===== config.mk =====
export PLATFORM = sky130hd
export DESIGN_NAME = frontend
export DESIGN_NICKNAME = d
export VERILOG_FILES = /design/src/fetch_pkg.sv /design/src/rv_isa_pkg.sv /design/src/frontend.sv /design/src/fetch_queue.sv /design/src/wb_fetch.sv /design/src/pc_gen.sv /design/src/branch_history.sv /design/src/instr_scan.sv
export SDC_FILE = /design/constraint.sdc
export NUM_CORES = 1
export LEC_CHECK = 0
export BUFFER_PORTS_ARGS = -buffer_cell sky130_fd_sc_hd__buf_4
export CORE_ASPECT_RATIO = 0.6
export CORE_MARGIN = 2
export CORE_UTILIZATION = 50
export CTS_CLUSTER_DIAMETER = 120
export DETAILED_ROUTE_END_ITERATION = 10
export PLACE_DENSITY = 0.69
export SYNTH_ARGS = -nofsm -noshare
export SYNTH_HDL_FRONTEND = slang
export SYNTH_HIERARCHICAL = 1
export SYNTH_SLANG_ARGS = --single-unit

===== constraint.sdc =====
create_clock -name clk_i -period 5.9 [get_ports clk_i]
set_clock_uncertainty 0.15 [all_clocks]
set_input_delay 1.18 -clock clk_i [delete_from_list [all_inputs] [get_ports clk_i]]
set_output_delay 1.18 -clock clk_i [all_outputs]
set_load 0.05 [all_outputs]

===== src/fetch_pkg.sv =====
// frontend widths, predictor counter encoding and default sizes
package fetch_pkg;

    // ------------------------------------------------------------
    // widths
    // ------------------------------------------------------------
    // address and pc width
    localparam int XLEN = 32;

    // ------------------------------------------------------------
    // prediction counter
    // ------------------------------------------------------------
    // two-bit saturating counter, 0 strongly not taken .. 3 strongly taken
    typedef logic [1:0] counter_t;

    // value an entry starts from on its first update
    localparam counter_t CNT_WEAK_NT = 2'b01;

    // upper half of the range predicts taken
    localparam int CNT_TAKEN_BIT = 1;

    // ------------------------------------------------------------
    // default sizes
    // ------------------------------------------------------------
    // power of two, 4 or more
    localparam int DEF_BHT_ENTRIES = 64;

    // 2 or more
    localparam int DEF_QUEUE_DEPTH = 4;

    // first fetch address after reset
    localparam logic [XLEN-1:0] DEF_BOOT_ADDR = 32'h0000_1000;

endpackage


===== src/rv_isa_pkg.sv =====
// RV32I opcode values, instruction field positions and immediate widths
package rv_isa_pkg;

    // ------------------------------------------------------------
    // instruction word
    // ------------------------------------------------------------
    // one uncompressed instruction per fetched word
    localparam int INSTR_W = 32;
    // pc step from one instruction to the next
    localparam int ILEN_BYTES = 4;

    // ------------------------------------------------------------
    // field positions
    // ------------------------------------------------------------
    // major opcode sits in the low bits
    localparam int OPC_W = 7;
    // sign bit of every immediate
    localparam int SIGN_BIT = 31;

    // assembled immediate widths, bit 0 included
    localparam int B_IMM_W = 13;
    localparam int J_IMM_W = 21;

    // ------------------------------------------------------------
    // major opcodes
    // ------------------------------------------------------------
    localparam logic [OPC_W-1:0] OPC_BRANCH = 7'b1100011;
    localparam logic [OPC_W-1:0] OPC_JAL    = 7'b1101111;
    localparam logic [OPC_W-1:0] OPC_JALR   = 7'b1100111;

endpackage

===== src/frontend.sv =====
// instruction fetch frontend top level, wires the fetch pipeline
`timescale 1ns/1ps

module frontend import rv_isa_pkg::*; import fetch_pkg::*; #(
    parameter logic [XLEN-1:0] BootAddr   = DEF_BOOT_ADDR,
    parameter int              BhtEntries = DEF_BHT_ENTRIES,
    parameter int              QueueDepth = DEF_QUEUE_DEPTH
) (
    input  logic               clk_i,
    input  logic               rst_ni,
    // branch resolve from the back end
    input  logic               resolve_valid_i,
    input  logic [XLEN-1:0]    resolve_pc_i,
    input  logic               resolve_branch_i,
    input  logic               resolve_taken_i,
    input  logic               resolve_mispredict_i,
    input  logic [XLEN-1:0]    resolve_target_i,
    // exception return and trap
    input  logic               eret_i,
    input  logic [XLEN-1:0]    epc_i,
    input  logic               trap_i,
    input  logic [XLEN-1:0]    trap_vector_i,
    // Wishbone fetch bus
    output logic               wb_cyc_o,
    output logic               wb_stb_o,
    output logic [XLEN-1:0]    wb_adr_o,
    input  logic [INSTR_W-1:0] wb_dat_i,
    input  logic               wb_ack_i,
    // back-end fetch port
    output logic               fetch_valid_o,
    output logic [INSTR_W-1:0] fetch_instr_o,
    output logic [XLEN-1:0]    fetch_pc_o,
    output logic               fetch_taken_o,
    input  logic               fetch_ready_i
);

    logic [XLEN-1:0]    fetch_pc;
    logic               resp_valid;
    logic [INSTR_W-1:0] resp_instr;
    logic [XLEN-1:0]    resp_pc;
    logic               is_branch, is_jal;
    logic [XLEN-1:0]    offset;
    logic               hit_valid, hit_taken;
    logic               pred_taken, redirect, queue_full;

    // ------------------------------------------------------------
    // pc and prediction
    // ------------------------------------------------------------
    pc_gen #(.BootAddr(BootAddr)) i_pc_gen (
        .clk_i, .rst_ni,
        .resp_valid_i(resp_valid), .resp_pc_i(resp_pc),
        .is_branch_i(is_branch), .is_jal_i(is_jal), .offset_i(offset),
        .hit_valid_i(hit_valid), .hit_taken_i(hit_taken),
        .resolve_valid_i, .resolve_mispredict_i, .resolve_target_i,
        .eret_i, .epc_i, .trap_i, .trap_vector_i,
        .fetch_pc_o(fetch_pc), .pred_taken_o(pred_taken), .redirect_o(redirect)
    );

    // only resolved conditional branches train the table
    branch_history #(.BhtEntries(BhtEntries)) i_branch_history (
        .clk_i, .rst_ni,
        .lookup_pc_i(fetch_pc), .hit_valid_o(hit_valid), .hit_taken_o(hit_taken),
        .update_valid_i(resolve_valid_i & resolve_branch_i),
        .update_pc_i(resolve_pc_i), .update_taken_i(resolve_taken_i)
    );

    instr_scan i_instr_scan (
        .instr_i(resp_instr), .is_branch_o(is_branch), .is_jal_o(is_jal), .offset_o(offset)
    );

    // ------------------------------------------------------------
    // bus and queue
    // ------------------------------------------------------------
    wb_fetch i_wb_fetch (
        .clk_i, .rst_ni,
        .fetch_pc_i(fetch_pc), .queue_full_i(queue_full), .redirect_i(redirect),
        .wb_cyc_o, .wb_stb_o, .wb_adr_o, .wb_dat_i, .wb_ack_i,
        .resp_valid_o(resp_valid), .resp_instr_o(resp_instr), .resp_pc_o(resp_pc)
    );

    fetch_queue #(.QueueDepth(QueueDepth)) i_fetch_queue (
        .clk_i, .rst_ni, .flush_i(redirect),
        .push_i(resp_valid), .push_instr_i(resp_instr), .push_pc_i(resp_pc),
        .push_taken_i(pred_taken), .full_o(queue_full),
        .fetch_valid_o, .fetch_instr_o, .fetch_pc_o, .fetch_taken_o, .fetch_ready_i
    );

endmodule


===== src/fetch_queue.sv =====
// circular fetch queue with valid/ready output and flush
`timescale 1ns/1ps

module fetch_queue import rv_isa_pkg::*; import fetch_pkg::*; #(
    parameter int QueueDepth = DEF_QUEUE_DEPTH
) (
    input  logic               clk_i,
    input  logic               rst_ni,
    input  logic               flush_i,
    // write side
    input  logic               push_i,
    input  logic [INSTR_W-1:0] push_instr_i,
    input  logic [XLEN-1:0]    push_pc_i,
    input  logic               push_taken_i,
    output logic               full_o,
    // back-end side
    output logic               fetch_valid_o,
    output logic [INSTR_W-1:0] fetch_instr_o,
    output logic [XLEN-1:0]    fetch_pc_o,
    output logic               fetch_taken_o,
    input  logic               fetch_ready_i
);

    localparam int PtrW = $clog2(QueueDepth);
    localparam int CntW = $clog2(QueueDepth + 1);

    logic [INSTR_W-1:0] instr_q [QueueDepth];
    logic [XLEN-1:0]    pc_q    [QueueDepth];
    logic               taken_q [QueueDepth];

    logic [PtrW-1:0] rd_ptr_q;
    logic [PtrW-1:0] wr_ptr_q;
    logic [CntW-1:0] count_q;
    logic            push;
    logic            pop;

    assign full_o        = (count_q == CntW'(QueueDepth));
    assign fetch_valid_o = (count_q != '0);
    assign fetch_instr_o = instr_q[rd_ptr_q];
    assign fetch_pc_o    = pc_q[rd_ptr_q];
    assign fetch_taken_o = taken_q[rd_ptr_q];

    // a flush swallows the push of the same cycle
    assign push = push_i & ~flush_i & ~full_o;
    assign pop  = fetch_valid_o & fetch_ready_i;

    // ------------------------------------------------------------
    // pointers and count
    // ------------------------------------------------------------
    always_ff @(posedge clk_i or negedge rst_ni) begin
        if (!rst_ni) begin
            rd_ptr_q <= '0;
            wr_ptr_q <= '0;
            count_q  <= '0;
        end else if (flush_i) begin
            rd_ptr_q <= '0;
            wr_ptr_q <= '0;
            count_q  <= '0;
        end else begin
            if (push) begin
                wr_ptr_q <= (wr_ptr_q == PtrW'(QueueDepth - 1)) ? '0 : wr_ptr_q + 1'b1;
            end
            if (pop) begin
                rd_ptr_q <= (rd_ptr_q == PtrW'(QueueDepth - 1)) ? '0 : rd_ptr_q + 1'b1;
            end
            count_q <= count_q + CntW'(push) - CntW'(pop);
        end
    end

    // entry storage
    always_ff @(posedge clk_i) begin
        if (push) begin
            instr_q[wr_ptr_q] <= push_instr_i;
            pc_q[wr_ptr_q]    <= push_pc_i;
            taken_q[wr_ptr_q] <= push_taken_i;
        end
    end

endmodule


===== src/wb_fetch.sv =====
// Wishbone classic read master, one word per request, stale response drop
`timescale 1ns/1ps

module wb_fetch import rv_isa_pkg::*; import fetch_pkg::*; (
    input  logic               clk_i,
    input  logic               rst_ni,
    // request side
    input  logic [XLEN-1:0]    fetch_pc_i,
    input  logic               queue_full_i,
    input  logic               redirect_i,
    // Wishbone master
    output logic               wb_cyc_o,
    output logic               wb_stb_o,
    output logic [XLEN-1:0]    wb_adr_o,
    input  logic [INSTR_W-1:0] wb_dat_i,
    input  logic               wb_ack_i,
    // response, one cycle per accepted word
    output logic               resp_valid_o,
    output logic [INSTR_W-1:0] resp_instr_o,
    output logic [XLEN-1:0]    resp_pc_o
);

    typedef enum logic {
        IDLE,
        BUSY
    } state_e;

    state_e          state_q;
    logic            stale_q;
    logic [XLEN-1:0] adr_q;
    logic            start;

    // no new request into a full queue or on a redirect cycle
    assign start = (state_q == IDLE) & ~queue_full_i & ~redirect_i;

    // ------------------------------------------------------------
    // bus outputs
    // ------------------------------------------------------------
    assign wb_cyc_o = (state_q == BUSY);
    assign wb_stb_o = (state_q == BUSY);
    assign wb_adr_o = adr_q;

    // redirect in the ack cycle also kills the word
    assign resp_valid_o = wb_cyc_o & wb_ack_i & ~stale_q & ~redirect_i;
    assign resp_instr_o = wb_dat_i;
    assign resp_pc_o    = adr_q;

    // ------------------------------------------------------------
    // FSM
    // ------------------------------------------------------------
    always_ff @(posedge clk_i or negedge rst_ni) begin
        if (!rst_ni) begin
            state_q <= IDLE;
            stale_q <= 1'b0;
        end else begin
            case (state_q)
                IDLE: begin
                    stale_q <= 1'b0;
                    if (start) begin
                        state_q <= BUSY;
                    end
                end
                BUSY: begin
                    if (wb_ack_i) begin
                        state_q <= IDLE;
                        stale_q <= 1'b0;
                    end else if (redirect_i) begin
                        // transfer runs out on the bus, answer is dropped
                        stale_q <= 1'b1;
                    end
                end
                default: state_q <= IDLE;
            endcase
        end
    end

    // address held until ack
    always_ff @(posedge clk_i) begin
        if (start) begin
            adr_q <= fetch_pc_i;
        end
    end

endmodule


===== src/pc_gen.sv =====
// next-pc register with redirect precedence, prediction choice and boot load
`timescale 1ns/1ps

module pc_gen import rv_isa_pkg::*; import fetch_pkg::*; #(
    parameter logic [XLEN-1:0] BootAddr = DEF_BOOT_ADDR
) (
    input  logic            clk_i,
    input  logic            rst_ni,
    // response under scan
    input  logic            resp_valid_i,
    input  logic [XLEN-1:0] resp_pc_i,
    input  logic            is_branch_i,
    input  logic            is_jal_i,
    input  logic [XLEN-1:0] offset_i,
    // table lookup for the response pc
    input  logic            hit_valid_i,
    input  logic            hit_taken_i,
    // back-end redirects
    input  logic            resolve_valid_i,
    input  logic            resolve_mispredict_i,
    input  logic [XLEN-1:0] resolve_target_i,
    input  logic            eret_i,
    input  logic [XLEN-1:0] epc_i,
    input  logic            trap_i,
    input  logic [XLEN-1:0] trap_vector_i,
    // to fetch
    output logic [XLEN-1:0] fetch_pc_o,
    output logic            pred_taken_o,
    output logic            redirect_o
);

    logic            boot_load_q;
    logic [XLEN-1:0] pc_q;
    logic [XLEN-1:0] pc_d;
    logic            mispredict;
    logic            taken;

    assign mispredict = resolve_valid_i & resolve_mispredict_i;
    assign redirect_o = mispredict | eret_i | trap_i;

    // ------------------------------------------------------------
    // prediction
    // ------------------------------------------------------------
    // jal always taken, branches use the table or fall back to
    // backward taken on a miss
    always_comb begin
        taken = 1'b0;
        if (is_jal_i) begin
            taken = 1'b1;
        end else if (is_branch_i) begin
            taken = hit_valid_i ? hit_taken_i : offset_i[XLEN-1];
        end
    end

    assign pred_taken_o = resp_valid_i & taken;

    // boot address shows up while the register is being loaded
    assign fetch_pc_o = boot_load_q ? BootAddr : pc_q;

    // ------------------------------------------------------------
    // next pc, lowest precedence first
    // ------------------------------------------------------------
    always_comb begin
        pc_d = fetch_pc_o;
        if (resp_valid_i) begin
            pc_d = taken ? resp_pc_i + offset_i : resp_pc_i + XLEN'(ILEN_BYTES);
        end
        if (mispredict) begin
            pc_d = resolve_target_i;
        end
        if (eret_i) begin
            pc_d = epc_i;
        end
        // trap wins over everything
        if (trap_i) begin
            pc_d = trap_vector_i;
        end
    end

    always_ff @(posedge clk_i or negedge rst_ni) begin
        if (!rst_ni) begin
            boot_load_q <= 1'b1;
            pc_q        <= '0;
        end else begin
            boot_load_q <= 1'b0;
            pc_q        <= pc_d;
        end
    end

endmodule


===== src/branch_history.sv =====
// branch history table of two-bit saturating counters with valid bits
`timescale 1ns/1ps

module branch_history import fetch_pkg::*; #(
    parameter int BhtEntries = DEF_BHT_ENTRIES
) (
    input  logic            clk_i,
    input  logic            rst_ni,
    // lookup side, fetch pc
    input  logic [XLEN-1:0] lookup_pc_i,
    output logic            hit_valid_o,
    output logic            hit_taken_o,
    // update side, resolved branches
    input  logic            update_valid_i,
    input  logic [XLEN-1:0] update_pc_i,
    input  logic            update_taken_i
);

    localparam int IdxW = $clog2(BhtEntries);

    logic [BhtEntries-1:0] valid_q;
    counter_t              cnt_q [BhtEntries];

    logic [IdxW-1:0] lookup_idx;
    logic [IdxW-1:0] update_idx;
    counter_t        cnt_base;
    counter_t        cnt_next;

    // word aligned pcs, drop the two low bits
    assign lookup_idx = lookup_pc_i[IdxW+1:2];
    assign update_idx = update_pc_i[IdxW+1:2];

    // ------------------------------------------------------------
    // read port
    // ------------------------------------------------------------
    assign hit_valid_o = valid_q[lookup_idx];
    assign hit_taken_o = cnt_q[lookup_idx][CNT_TAKEN_BIT];

    // ------------------------------------------------------------
    // counter update
    // ------------------------------------------------------------
    // a fresh entry steps from weak not taken
    assign cnt_base = valid_q[update_idx] ? cnt_q[update_idx] : CNT_WEAK_NT;

    always_comb begin
        cnt_next = cnt_base;
        if (update_taken_i && cnt_base != 2'b11) begin
            cnt_next = cnt_base + 2'b01;
        end else if (!update_taken_i && cnt_base != 2'b00) begin
            cnt_next = cnt_base - 2'b01;
        end
    end

    // valid bits come up cleared
    always_ff @(posedge clk_i or negedge rst_ni) begin
        if (!rst_ni) begin
            valid_q <= '0;
        end else if (update_valid_i) begin
            valid_q[update_idx] <= 1'b1;
        end
    end

    // counter storage, only meaningful behind a valid bit
    always_ff @(posedge clk_i) begin
        if (update_valid_i) begin
            cnt_q[update_idx] <= cnt_next;
        end
    end

endmodule


===== src/instr_scan.sv =====
// combinational branch and JAL classifier with offset extraction
`timescale 1ns/1ps

module instr_scan import rv_isa_pkg::*; import fetch_pkg::*; (
    input  logic [INSTR_W-1:0] instr_i,
    output logic               is_branch_o,
    output logic               is_jal_o,
    output logic [XLEN-1:0]    offset_o
);

    logic [OPC_W-1:0]   opcode;
    logic [B_IMM_W-1:0] b_imm;
    logic [J_IMM_W-1:0] j_imm;

    assign opcode = instr_i[OPC_W-1:0];

    // ------------------------------------------------------------
    // immediate assembly
    // ------------------------------------------------------------
    // B-type: imm[12|10:5] in 31:25, imm[4:1|11] in 11:7
    assign b_imm = {instr_i[SIGN_BIT], instr_i[7], instr_i[30:25],
                    instr_i[11:8], 1'b0};

    // J-type: imm[20|10:1|11|19:12] in 31:12
    assign j_imm = {instr_i[SIGN_BIT], instr_i[19:12], instr_i[20],
                    instr_i[30:21], 1'b0};

    // ------------------------------------------------------------
    // classification
    // ------------------------------------------------------------
    always_comb begin
        is_branch_o = 1'b0;
        is_jal_o    = 1'b0;
        offset_o    = '0;
        case (opcode)
            OPC_BRANCH: begin
                is_branch_o = 1'b1;
                offset_o    = {{(XLEN-B_IMM_W){b_imm[B_IMM_W-1]}}, b_imm};
            end
            OPC_JAL: begin
                is_jal_o = 1'b1;
                offset_o = {{(XLEN-J_IMM_W){j_imm[J_IMM_W-1]}}, j_imm};
            end
            // jalr, alu, load, store and the rest report no class,
            // register targets are left to the back end
            default: begin
                offset_o = '0;
            end
        endcase
    end

endmodule


**Yosys cells after proc, flatten, opt, wreduce, memory -nomap -nowiden**

Memories as Yosys holds them, arrays and structs flattened.
Index checks and enable logic that the tools add are counted.

- Memories: 4
- Logic and storage cells: 95
- Bits in registers: 138
- Bits in writable memories: 388

- Add/sub/neg operators: 8
- Bitwise operators: 18
- Multiplexer cells: 38
- Reductions and logical operators: 8
- Equal/unequal tests: 7
- Magnitude comparators: 3

Memories:

| name | depth | bits a word | rd ports | clocked after memory_dff | wr ports | RTL line | text |
|---|---|---|---|---|---|---|---|
| i_branch_history.cnt_q | 64 | 2 | 2 | 0 | 1 | branch_history.sv:22 | `counter_t cnt_q [BhtEntries];` |
| i_fetch_queue.instr_q | 4 | 32 | 1 | 0 | 1 | fetch_queue.sv:27 | `logic [INSTR_W-1:0] instr_q [QueueDepth];` |
| i_fetch_queue.pc_q | 4 | 32 | 1 | 0 | 1 | fetch_queue.sv:28 | `logic [XLEN-1:0] pc_q [QueueDepth];` |
| i_fetch_queue.taken_q | 4 | 1 | 1 | 0 | 1 | fetch_queue.sv:29 | `logic taken_q [QueueDepth];` |

Operators by type and width:

| operator | number |
|---|---|
| 32-bit 2-to-1 mux | 6 |
| 64-bit bitwise OR | 1 |
| 32-bit case mux with 2 select lines | 1 |
| 32-bit by 3-bit adder with 32-bit output, second input constant | 1 |
| 32-bit adder | 1 |
| 2-bit 2-to-1 mux | 9 |
| 1-bit 2-to-1 mux | 16 |
| 7-bit equality test, second input constant | 2 |
| 6-bit by 7-bit < comparator with 1-bit output, second input constant | 2 |
| 1-bit binary-select mux with 6-bit select | 2 |
| 1-bit bitwise AND | 11 |
| 2-bit by 1-bit adder with 2-bit output, second input constant | 3 |
| 1-bit demux with 6-bit select | 1 |
| 6-bit by 1-bit greater-or-equal comparator with 1-bit output, second input constant | 1 |
| 2-bit nonzero test | 3 |
| 2-bit equality test, second input constant | 2 |
| 1-bit inverter | 4 |
| 1-bit case mux with 2 select lines | 2 |
| 3-bit by 1-bit adder with 3-bit output | 1 |
| 3-bit equality test, second input constant | 1 |
| 1-bit logical AND | 3 |
| 3-bit 2-to-1 mux | 1 |
| 3-bit by 2-bit != test with 1-bit output, second input constant | 1 |
| 3-bit nonzero test | 1 |
| other kinds (5) | 6 |

**Depth between registers and ports, before layout**

Gate-level depths: netlist of the first run.

- Depth in word-level cells: 11
- Mapped depth: 16
- Gate-level depth less buffers: 14

**By module**

Netlist of the first run, hierarchy kept.

Modules (own cells, without submodules):

| module | seq. area each (µm²) | cells each | area an instance (µm²) | times used |
|---|---|---|---|---|
| fetch_queue | 7982.7 | 385 | 9862.0 | 1 |
| branch_history | 5445.2 | 618 | 9098.7 | 1 |
| pc_gen | 827.0 | 654 | 4770.8 | 1 |
| wb_fetch | 1011.0 | 105 | 1536.5 | 1 |
| instr_scan | 0.0 | 74 | 529.3 | 1 |
| frontend | 0.0 | 1 | 6.3 | 1 |

**Least setup slack after synthesis of the first run**

No wires, ideal clock.

- Path kind: input-to-reg
- From: in resolve_pc_i[2]
- To: mem i_branch_history/cnt_q[0][0] (netlist name) (data pin)
- Stages on the path: 12
- Buffers on the path: 2
- Setup slack: 0.091 ns
- Data arrival time: 5.092 ns
- Required time: 5.183 ns
- Path through: buf_2 > buf_4 > mux4_2 > nor3b_1 > a221oi_1 > nand4_1 > nor4_1 > or2_2 > ha_1 > nor2b_1 > nor2_1 > xnor2_1

- Longest elaborated chain between the ends: 7
- Elaborated cells between the ends (all ways): 12
- Classes of those cells: add/sub (2); eq/ne (1); mux (5); reduce/logical (3); memory (1)

RTL lines:

| element | RTL line | text |
|---|---|---|
| start: declaration | frontend.sv:13 | `input logic [XLEN-1:0] resolve_pc_i,` |
| 1-bit binary-select mux with 6-bit select | branch_history.sv:43 | `assign cnt_base = valid_q[update_idx] ? cnt_q[update_idx] : CNT_WEAK_NT;` |
| 1-bit 2-to-1 mux (implied by the code) | branch_history.sv:43 |  |
| 2-bit 2-to-1 mux * | branch_history.sv:43 |  |
| parallel branches: the longest is 3 deep, another holds 2-bit by 1-bit subtractor with 2-bit output | n/a |  |
| 2-bit 2-to-1 mux * | branch_history.sv:47 | `if (update_taken_i && cnt_base != 2'b11) begin` |
| named net i_branch_history.cnt_next[0] | branch_history.sv:27 | `counter_t cnt_next;` |
| end: declaration | branch_history.sv:22 |  |

Mark *: on every way through the listed nets, which the timed path passes. The select of a mux whose other input is x is not followed.

**Worst setup path after layout of the first run**

- From: reg i_pc_gen.boot_load_q
- To: reg i_pc_gen.pc_q[29]

- Longest elaborated chain between the ends: 11
- Elaborated cells between the ends (all ways): 12
- Classes of those cells: mux (11); memory (1)

RTL lines:

| element | RTL line | text |
|---|---|---|
| start: declaration | pc_gen.sv:32 | `logic boot_load_q;` |
| start signal: assignment | pc_gen.sv:82 | `boot_load_q <= 1'b1;` |
| start signal: assignment | pc_gen.sv:85 | `boot_load_q <= 1'b0;` |
| 32-bit 2-to-1 mux | pc_gen.sv:58 | `assign fetch_pc_o = boot_load_q ? BootAddr : pc_q;` |
| named net fetch_pc[3] | frontend.sv:37 | `logic [XLEN-1:0] fetch_pc;` |
| 1-bit binary-select mux with 6-bit select | branch_history.sv:36 | `assign hit_valid_o = valid_q[lookup_idx];` |
| 1-bit 2-to-1 mux (implied by the code) | branch_history.sv:36 |  |
| named net hit_valid | frontend.sv:43 | `logic hit_valid, hit_taken;` |
| 1-bit 2-to-1 mux | pc_gen.sv:51 | `taken = hit_valid_i ? hit_taken_i : offset_i[XLEN-1];` |
| 1-bit 2-to-1 mux | pc_gen.sv:50 | `end else if (is_branch_i) begin` |
| 1-bit 2-to-1 mux | pc_gen.sv:48 | `if (is_jal_i) begin` |
| 32-bit 2-to-1 mux | pc_gen.sv:66 | `pc_d = taken ? resp_pc_i + offset_i : resp_pc_i + XLEN'(ILEN_BYTES);` |
| 32-bit 2-to-1 mux | pc_gen.sv:65 | `if (resp_valid_i) begin` |
| 32-bit 2-to-1 mux | pc_gen.sv:68 | `if (mispredict) begin` |
| 32-bit 2-to-1 mux | pc_gen.sv:71 | `if (eret_i) begin` |
| 32-bit 2-to-1 mux | pc_gen.sv:75 | `if (trap_i) begin` |
| named net i_pc_gen.pc_d[29] | pc_gen.sv:34 | `logic [XLEN-1:0] pc_d;` |
| end signal: assignment | pc_gen.sv:86 | `pc_q <= pc_d;` |
| end: declaration | pc_gen.sv:33 | `logic [XLEN-1:0] pc_q;` |

The timed path passes the listed nets, and every way through them passes these cells. The select of a mux whose other input is x is not followed.
A chain may end at the register's enable or synchronous reset.

==> key figures, run 1 <==
Synthesis
  • Top_reg_cell synth: edfxtp_1
  • Synth top area share: 0.489
  • Synth area leader: edfxtp_1
  • Asr flop ratio synth: 0.202
  • Sequential-to-total area share from yosys stat: 0.592
  • Top post-synthesis cells by area: edfxtp_1, mux4_2, dfrtp_1
  • Top-count cell post-synth: edfxtp_1
  • Seq cells post-synth: 526
  • Post-synthesis average cell area: 14.0 um2
  • Yosys Warn Count: 6
  • Synth top cells by count: edfxtp_1, nor2_1, mux4_2
  • Library cells used by synthesis: 100
  • Post-synth EDFFs: 420
  • Synth Net Count: 2,050
  • Netlist Area Pre-Place: 0.0258 mm2
  • Cells after Synth: 1,837

Clock network
  • Clk root buf: clkbuf_16
  • Postcts setup bufs: 0
  • Post-CTS resize count: 0
  • Worst-Skew Late Latency: 0.58 ns
  • Clk slew on worst S/H paths: 0.07 ns
  • # clock sinks: 526
  • CTS tree: yes
  • CTS Hold Bufs: 0
  • CTS H-tree lvls: 2
  • CTS Buf Count: 49
  • CTS max path bufs: 3

Power and ir drop
  • Pleak: 0.0108 uW
  • Max IR drop VDD: 0.210 mV
  • Pwr dens: 282 mW/mm2
  • Post-route total power: 8270 uW

Setup path
  • Reg2Reg Depth: 12
  • Worst path max stage delay: 0.77 ns
  • CP endpoint kind: flop
  • Crit path kind: flop to flop
  • CP startpoint kind: flop
  • Critical path depth: 12
  • CP most frequent cell: mux4_2
  • Crit Reg-Reg Endpoint: i_pc_gen/pc_q[29]$_DFF_PN0_
  • CP Max Fanout: 21
  • Worst flop-to-flop path startpoint: i_pc_gen/boot_load_q$_DFF_PN1_
  • Worst Path Required: 6.22 ns
  • Crit path cell chain: nor2b_2, buf_12, mux4_2, mux4_2, mux4_2, mux2_2, a21o_1, nand2_1, inv_1, and3_1, a22oi_1, nand2_1
  • Flop2flop setup slack: 0.71 ns
  • Delay-heaviest family, CP: multiplexers
  • Arrival @ worst endpoint: 5.51 ns
  • Buf/Inv on CP: 2
  • Slowest cell on crit path: nor2b_2

Final layout
  • Layout cells sized above 1: 0.301
  • Storage cell area: 0.0153 mm2
  • Non-Filler Instances: 2,725
  • Area of the multi-input gates: 0.00927 mm2
  • Fill count: 4,087
  • Final nets: 2,202
  • Layout area overhead: 13.6%

Floorplan
  • Height of the die: 180 um
  • Initial Utilization: 0.507
  • Area of the die: 0.0535 mm2
  • Num ports: 270
  • Die Wd: 297 um
  • Core area: 0.0509 mm2
  • Cell Rows: 64

Min path
  • HP Class: flop to flop
  • Hold endpoint: i_branch_history/valid_q[14]$_DFFE_PN0P_
  • Hold Path Depth: 1
  • Worst min-delay path startpoint: i_branch_history/valid_q[14]$_DFFE_PN0P_

Global route
  • First-pass GRT wire length: 109 mm
  • Vias in the first global route: 16,393
  • Initial antenna violation count: 2
  • Tot GR Track Use: 0.275
  • Largest net degree at the start of global routing: 66
  • Grt total ovfl: 0

STA
  • RSZ-0062 raised after global routing: false
  • Final Hold Fails: 0
  • Fin. max-slew vios: 0
  • Hold WS: 0.339 ns
  • Minimum clock period: 5.19 ns
  • TNS Setup: 0 ns
  • Final setup vio count: 0
  • Fin crit share: 0.880
  • Least-Margin Pin Slew: 1.05 ns
  • Slew HR: 0.295
  • Fmax: 0.193 GHz

Drt
  • DR WL/cell: 27.3 um
  • Drt initial violations: 2,140
  • First-pass DRT Iterations: 6
  • Residual DRC: 0
  • ANT nets after route: 0
  • Total Wirelength: 74.5 mm
  • Routed vias: 17,137
  • Drt via density: 6.29

Flow run
  • Max Cap Viol: 0

Placement
  • PortBufs: 243
  • GP Congestion: 1.00
  • Placed Cells: 2,631
  • DP Wirelength: 52.3 mm

Outcome
  • Status: complete, no violations
-- stage by stage --
step | setup WS, ns | area [um2] | util
after floorplan | 0.0908 | 25800 | -
after global placement | 0.870 | 27700 | 0.544
after detailed placement | 0.713 | 27700 | 0.544
after CTS | 0.699 | 29300 | 0.575
after global routing | 0.560 | 29300 | 0.575
final | 0.707 | 29300 | 0.576
-- kinds of logic (layout without fill, tap and decap cells) --
family                   after synthesis  in the layout  share of synthesized area
AND/OR/NAND/NOR                      497            497                      0.101
XOR/XNOR                              54             54                     0.0183
adder cells (fa/ha/maj)               43             43                     0.0214
flip-flops                           526            526                      0.592
buffers and inverters                215            407                     0.0508
AO/OA/AOI/OAI                        342            342                     0.0955
other                                  2              5                   0.000291
multiplexers                         158            158                      0.121
-- routing by layer --
layer | track usage | share of wire | wire [um] | vias to the layer above
met5 | 0 | 0 | 0 | -
met4 | 0.0754 | 0.028 | 2060 | 0
met3 | 0.100 | 0.13 | 9970 | 115
met2 | 0.377 | 0.42 | 31200 | 1009
met1 | 0.412 | 0.42 | 31300 | 8681
li1 | - | - | - | 7332
-- area by class of cell --
| class | count | area share |
|---|---|---|
| clock inverters | 28 | 0.00901 |
| repair buffers | 281 | 0.0745 |
| clock buffers | 63 | 0.0450 |
| diodes | 3 | 0.000256 |
| multi-input cells | 1096 | 0.316 |
| flip-flops and latches | 526 | 0.521 |
| well taps | 693 | 0.0296 |
| inverters | 35 | 0.00448 |
-- state kept, by name, indices dropped and copies added, names as in the netlist --
name / cells
i_branch_history/cnt_q: 128
i_branch_history/valid_q: 64
i_fetch_queue/count_q: 3
i_fetch_queue/instr_q: 128
i_fetch_queue/pc_q: 128
i_fetch_queue/rd_ptr_q: 2
i_fetch_queue/taken_q: 4
i_fetch_queue/wr_ptr_q: 2
i_pc_gen/boot_load_q: 1
i_pc_gen/pc_q: 32
i_wb_fetch/resp_pc_o: 32
i_wb_fetch/stale_q: 1
i_wb_fetch/wb_cyc_o: 1
-- power by group --
| group | switching, uW | total (uW) | internal (uW) |
|---|---|---|---|
| logic | 507 | 853 | 346 |
| clock network | 1390 | 3160 | 1760 |
| registers | 95.9 | 4260 | 4170 |
| total | 2000 | 8270 | 6280 |
-- how the worst max path moves through the flow --
stage,startpoint,to,slack (ns)
after floorplan,resolve_pc_i[2],i_branch_history/cnt_q[0][0]$_DFFE_PP_,0.09
after global placement,resolve_pc_i[3],i_branch_history/cnt_q[40][1]$_DFFE_PP_,0.87
after detailed placement,i_pc_gen/boot_load_q$_DFF_PN1_,i_pc_gen/pc_q[29]$_DFF_PN0_,0.71
after CTS,i_pc_gen/boot_load_q$_DFF_PN1_,i_pc_gen/pc_q[29]$_DFF_PN0_,0.70
after global routing,i_pc_gen/boot_load_q$_DFF_PN1_,i_pc_gen/pc_q[29]$_DFF_PN0_,0.56
final,i_pc_gen/boot_load_q$_DFF_PN1_,i_pc_gen/pc_q[29]$_DFF_PN0_,0.71
-- placed cells by master, fill, tap and decap left out, drive strengths merged, types with 53 or more instances in the layout --
master,instances
or2,68
clkbuf,63
edfxtp,420
dfrtp,105
mux4,120
nand2,89
o21ai,53
buf,281
nor2,139
a21oi,79
No activity file was read; power rests on OpenSTA's default activity.
==> inputs of run 2 (changes only) <==
RECOVER_POWER = 100   (was not set)
==> run 2 against run 1 <==
Compared with the run above: the run now ends with max-capacitance violations, max-slew violations left; sequential share of layout area increased by 1.0 points; combinational power decreased by 2.8%; power decreased by 0.35%; global-route usage unchanged; hold slack got worse by 0.0013 ns; critical endpoint is now i_branch_history/cnt_q[47][0]$_DFFE_PP_; count of clock-buffer cells in the layout unchanged; design area decreased by 1.9%.
==> key figures, run 2 (same netlist as run 1, synthesis figures left out) <==
Drt
  • Routed vias: 17,180 (+0.25%)
  • DR WL/cell: 27.4 um (+0.12%)
  • Total Wirelength: 74.7 mm (+0.23%)
  • Drt initial violations: 2,267 (+5.9%)
  • First-pass DRT Iterations: 6 (unchanged)
  • Residual DRC: 0 (unchanged)
  • Drt via density: 6.30 (+0.14%)
  • ANT nets after route: 0 (unchanged)

Clock network
  • CTS tree: yes
  • Postcts setup bufs: 0 (unchanged)
  • CTS H-tree lvls: 2 (unchanged)
  • CTS Buf Count: 49 (unchanged)
  • CTS max path bufs: 3 (unchanged)
  • Clk slew on worst S/H paths: 0.07 ns (about the same)
  • # clock sinks: 526 (unchanged)
  • Clk root buf: clkbuf_16
  • Worst-Skew Late Latency: 0.58 ns (about the same)
  • Post-CTS resize count: 0 (unchanged)
  • CTS Hold Bufs: 0 (unchanged)

STA
  • Final setup vio count: 0 (unchanged)
  • Least-Margin Pin Slew: 2.98 ns (+1.93 ns)
  • Fin. max-slew vios: 64 (+64)
  • TNS Setup: 0 ns (unchanged)
  • Slew HR: -0.990 (-1.29)
  • Minimum clock period: 5.43 ns (+0.240 ns)
  • Fin crit share: 0.921 (+0.0407)
  • RSZ-0062 raised after global routing: false
  • Setup WS post-layout: 0.467 ns (-0.240 ns)
  • Final Hold Fails: 0 (unchanged)
  • Fmax: 0.184 GHz (-4.4%)

Outcome
  • Failing checks: max-capacitance violations, max-slew violations
  • Status: complete, but fails checks

Floorplan
  • Core area: 0.0509 mm2 (unchanged)
  • Area of the die: 0.0535 mm2 (unchanged)
  • Cell Rows: 64 (unchanged)
  • Initial Utilization: 0.507 (unchanged)
  • Die Wd: 297 um (unchanged)
  • Num ports: 270 (unchanged)
  • Height of the die: 180 um (unchanged)

Power and ir drop
  • Pleak: 0.0103 uW (-4.7%)
  • Max IR drop VDD: 0.208 mV (-0.78%)
  • Post-route total power: 8250 uW (-0.35%)
  • Pwr dens: 287 mW/mm2 (+1.6%)

Final layout
  • Layout area overhead: 11.5%
  • Commonest cells after routing, fill and taps aside: edfxtp_1, clkbuf_1, nor2_1
  • Final nets: 2,202 (unchanged)
  • Largest regs: i_branch_history/cnt_q (128), i_fetch_queue/instr_q (128), i_fetch_queue/pc_q (128)
  • Most common cell after layout, fill and taps aside: edfxtp_1
  • Layout cells sized above 1: 0.231 (-0.0700)

Placement
  • GP Congestion: 1.00 (unchanged)
  • Post-Place Setup Slack: 0.713 ns (unchanged)
  • PortBufs: 243 (unchanged)
  • DP Wirelength: 52.3 mm (unchanged)

Setup path
  • Arrival @ worst endpoint: 5.68 ns (+0.17 ns)
  • Crit path kind: primary input to flop
  • CP Max Fanout: 39 (+86%)
  • Worst flop-to-flop path startpoint: i_pc_gen/boot_load_q$_DFF_PN1_
  • CP endpoint kind: flop
  • CP most frequent cell: nor2_1
  • Worst Path Required: 6.15 ns (-0.07 ns)
  • Crit path cell chain: buf_4, clkbuf_1, nor2_1, a22o_1, a221oi_1, nand4_1, nor4_1, or2_2, inv_1, ha_1, and2_0, nor2_1, xnor2_1, buf_12
  • Buf/Inv on CP: 4 (+2)
  • Crit path from: resolve_pc_i[4]
  • Slowest cell on crit path: clkbuf_1
  • Worst path max stage delay: 0.84 ns (+0.07 ns)
  • Delay-heaviest family, CP: buffers and inverters
  • CP startpoint kind: primary input

Flow run
  • Max Cap Viol: 2 (+2)

Global route
  • Initial antenna violation count: 2 (unchanged)
  • Vias in the first global route: 16,393 (unchanged)
  • Grt total ovfl: 0 (unchanged)
  • Largest net degree at the start of global routing: 66 (unchanged)
  • First-pass GRT wire length: 109 mm (unchanged)
  • Tot GR Track Use: 0.275 (unchanged)

Min path
  • HP Class: flop to flop
  • Worst min-delay path startpoint: i_branch_history/valid_q[14]$_DFFE_PN0P_
[run 2: cell count changes in the layout (fill, tap and decap cells not counted), moves of 3 or more]
| cell | change |
|---|---|
| clkbuf_1 | +134 |
| buf_4 | -142 |
| diode_2 | +3 |
| and2_1 | -3 |
| clkbuf_2 | +8 |
| and2_0 | +3 |
[run 2: metrics by stage]
| stage | instances | hold slack, ns | util | instance area, um2 |
|---|---|---|---|---|
| 2_1_floorplan | 1837 | 0.298 | - | 25800 |
| 3_3_place_gp | 2631 | 0.318 | 0.544 | 27700 |
| 3_5_place_dp | 2631 | 0.322 | 0.544 | 27700 |
| 4_1_cts | 2722 | 0.337 | 0.575 | 29300 |
| 5_1_grt | 2723 | 0.348 | 0.564 | 28700 |
| 6_report | 2728 | 0.338 | 0.565 | 28800 |
[run 2: worst register-to-register path, cell delays in order, from the launching register on]
cell and delay (ns):
dfstp_1 0.45, nor2b_2 0.78, buf_12 0.30, mux4_2 0.38
mux4_2 0.57, mux4_2 0.50, mux2_1 0.36, a21oi_1 0.40
buf_4 0.36, nand2_1 0.31, o221ai_1 0.34, o221a_2 0.24
o21ai_0 0.09
[run 2: report_power, final]
group	total, uW	switching, uW	internal (uW)
registers	4260	95.6	4170
clock network	3150	1390	1760
logic	829	507	322
[run 2: cell type report]
cell class,count,area [um2]
antenna,6,15.0
clock buffer,63,1320
clock inverter,28,264
fill,4215,22200
inverter,35,131
multi-input combinational,1096,9230
sequential,526,15300
tap,693,867
timing repair buffer,281,1660
[run 2: metal layers]
layer	GRT usage	vias to the layer above	part of all wire
met4	0.0754	0	0.029
met1	0.412	8699	0.42
met2	0.377	1025	0.42
met5	0	-	0
met3	0.100	120	0.14
li1	-	7336	-
[run 2: path summary, 6_finish.rpt]
| kind | end | slack (ns) | depth (start not counted) |
|---|---|---|---|
| worst max-delay path | i_branch_history/cnt_q[47][0]$_DFFE_PP_ | 0.47 | 14 |
| worst min-delay path | i_branch_history/valid_q[14]$_DFFE_PN0P_ | 0.34 | 1 |
| worst max register to register | i_pc_gen/pc_q[12]$_DFF_PN0_ | 0.55 | 12 |
| worst min register to register | i_branch_history/valid_q[14]$_DFFE_PN0P_ | 0.34 | 1 |
| max in group asynchronous | i_branch_history/valid_q[39]$_DFFE_PN0P_ | 1.63 | 2 |
| min in group asynchronous | i_branch_history/valid_q[24]$_DFFE_PN0P_ | 0.61 | 1 |
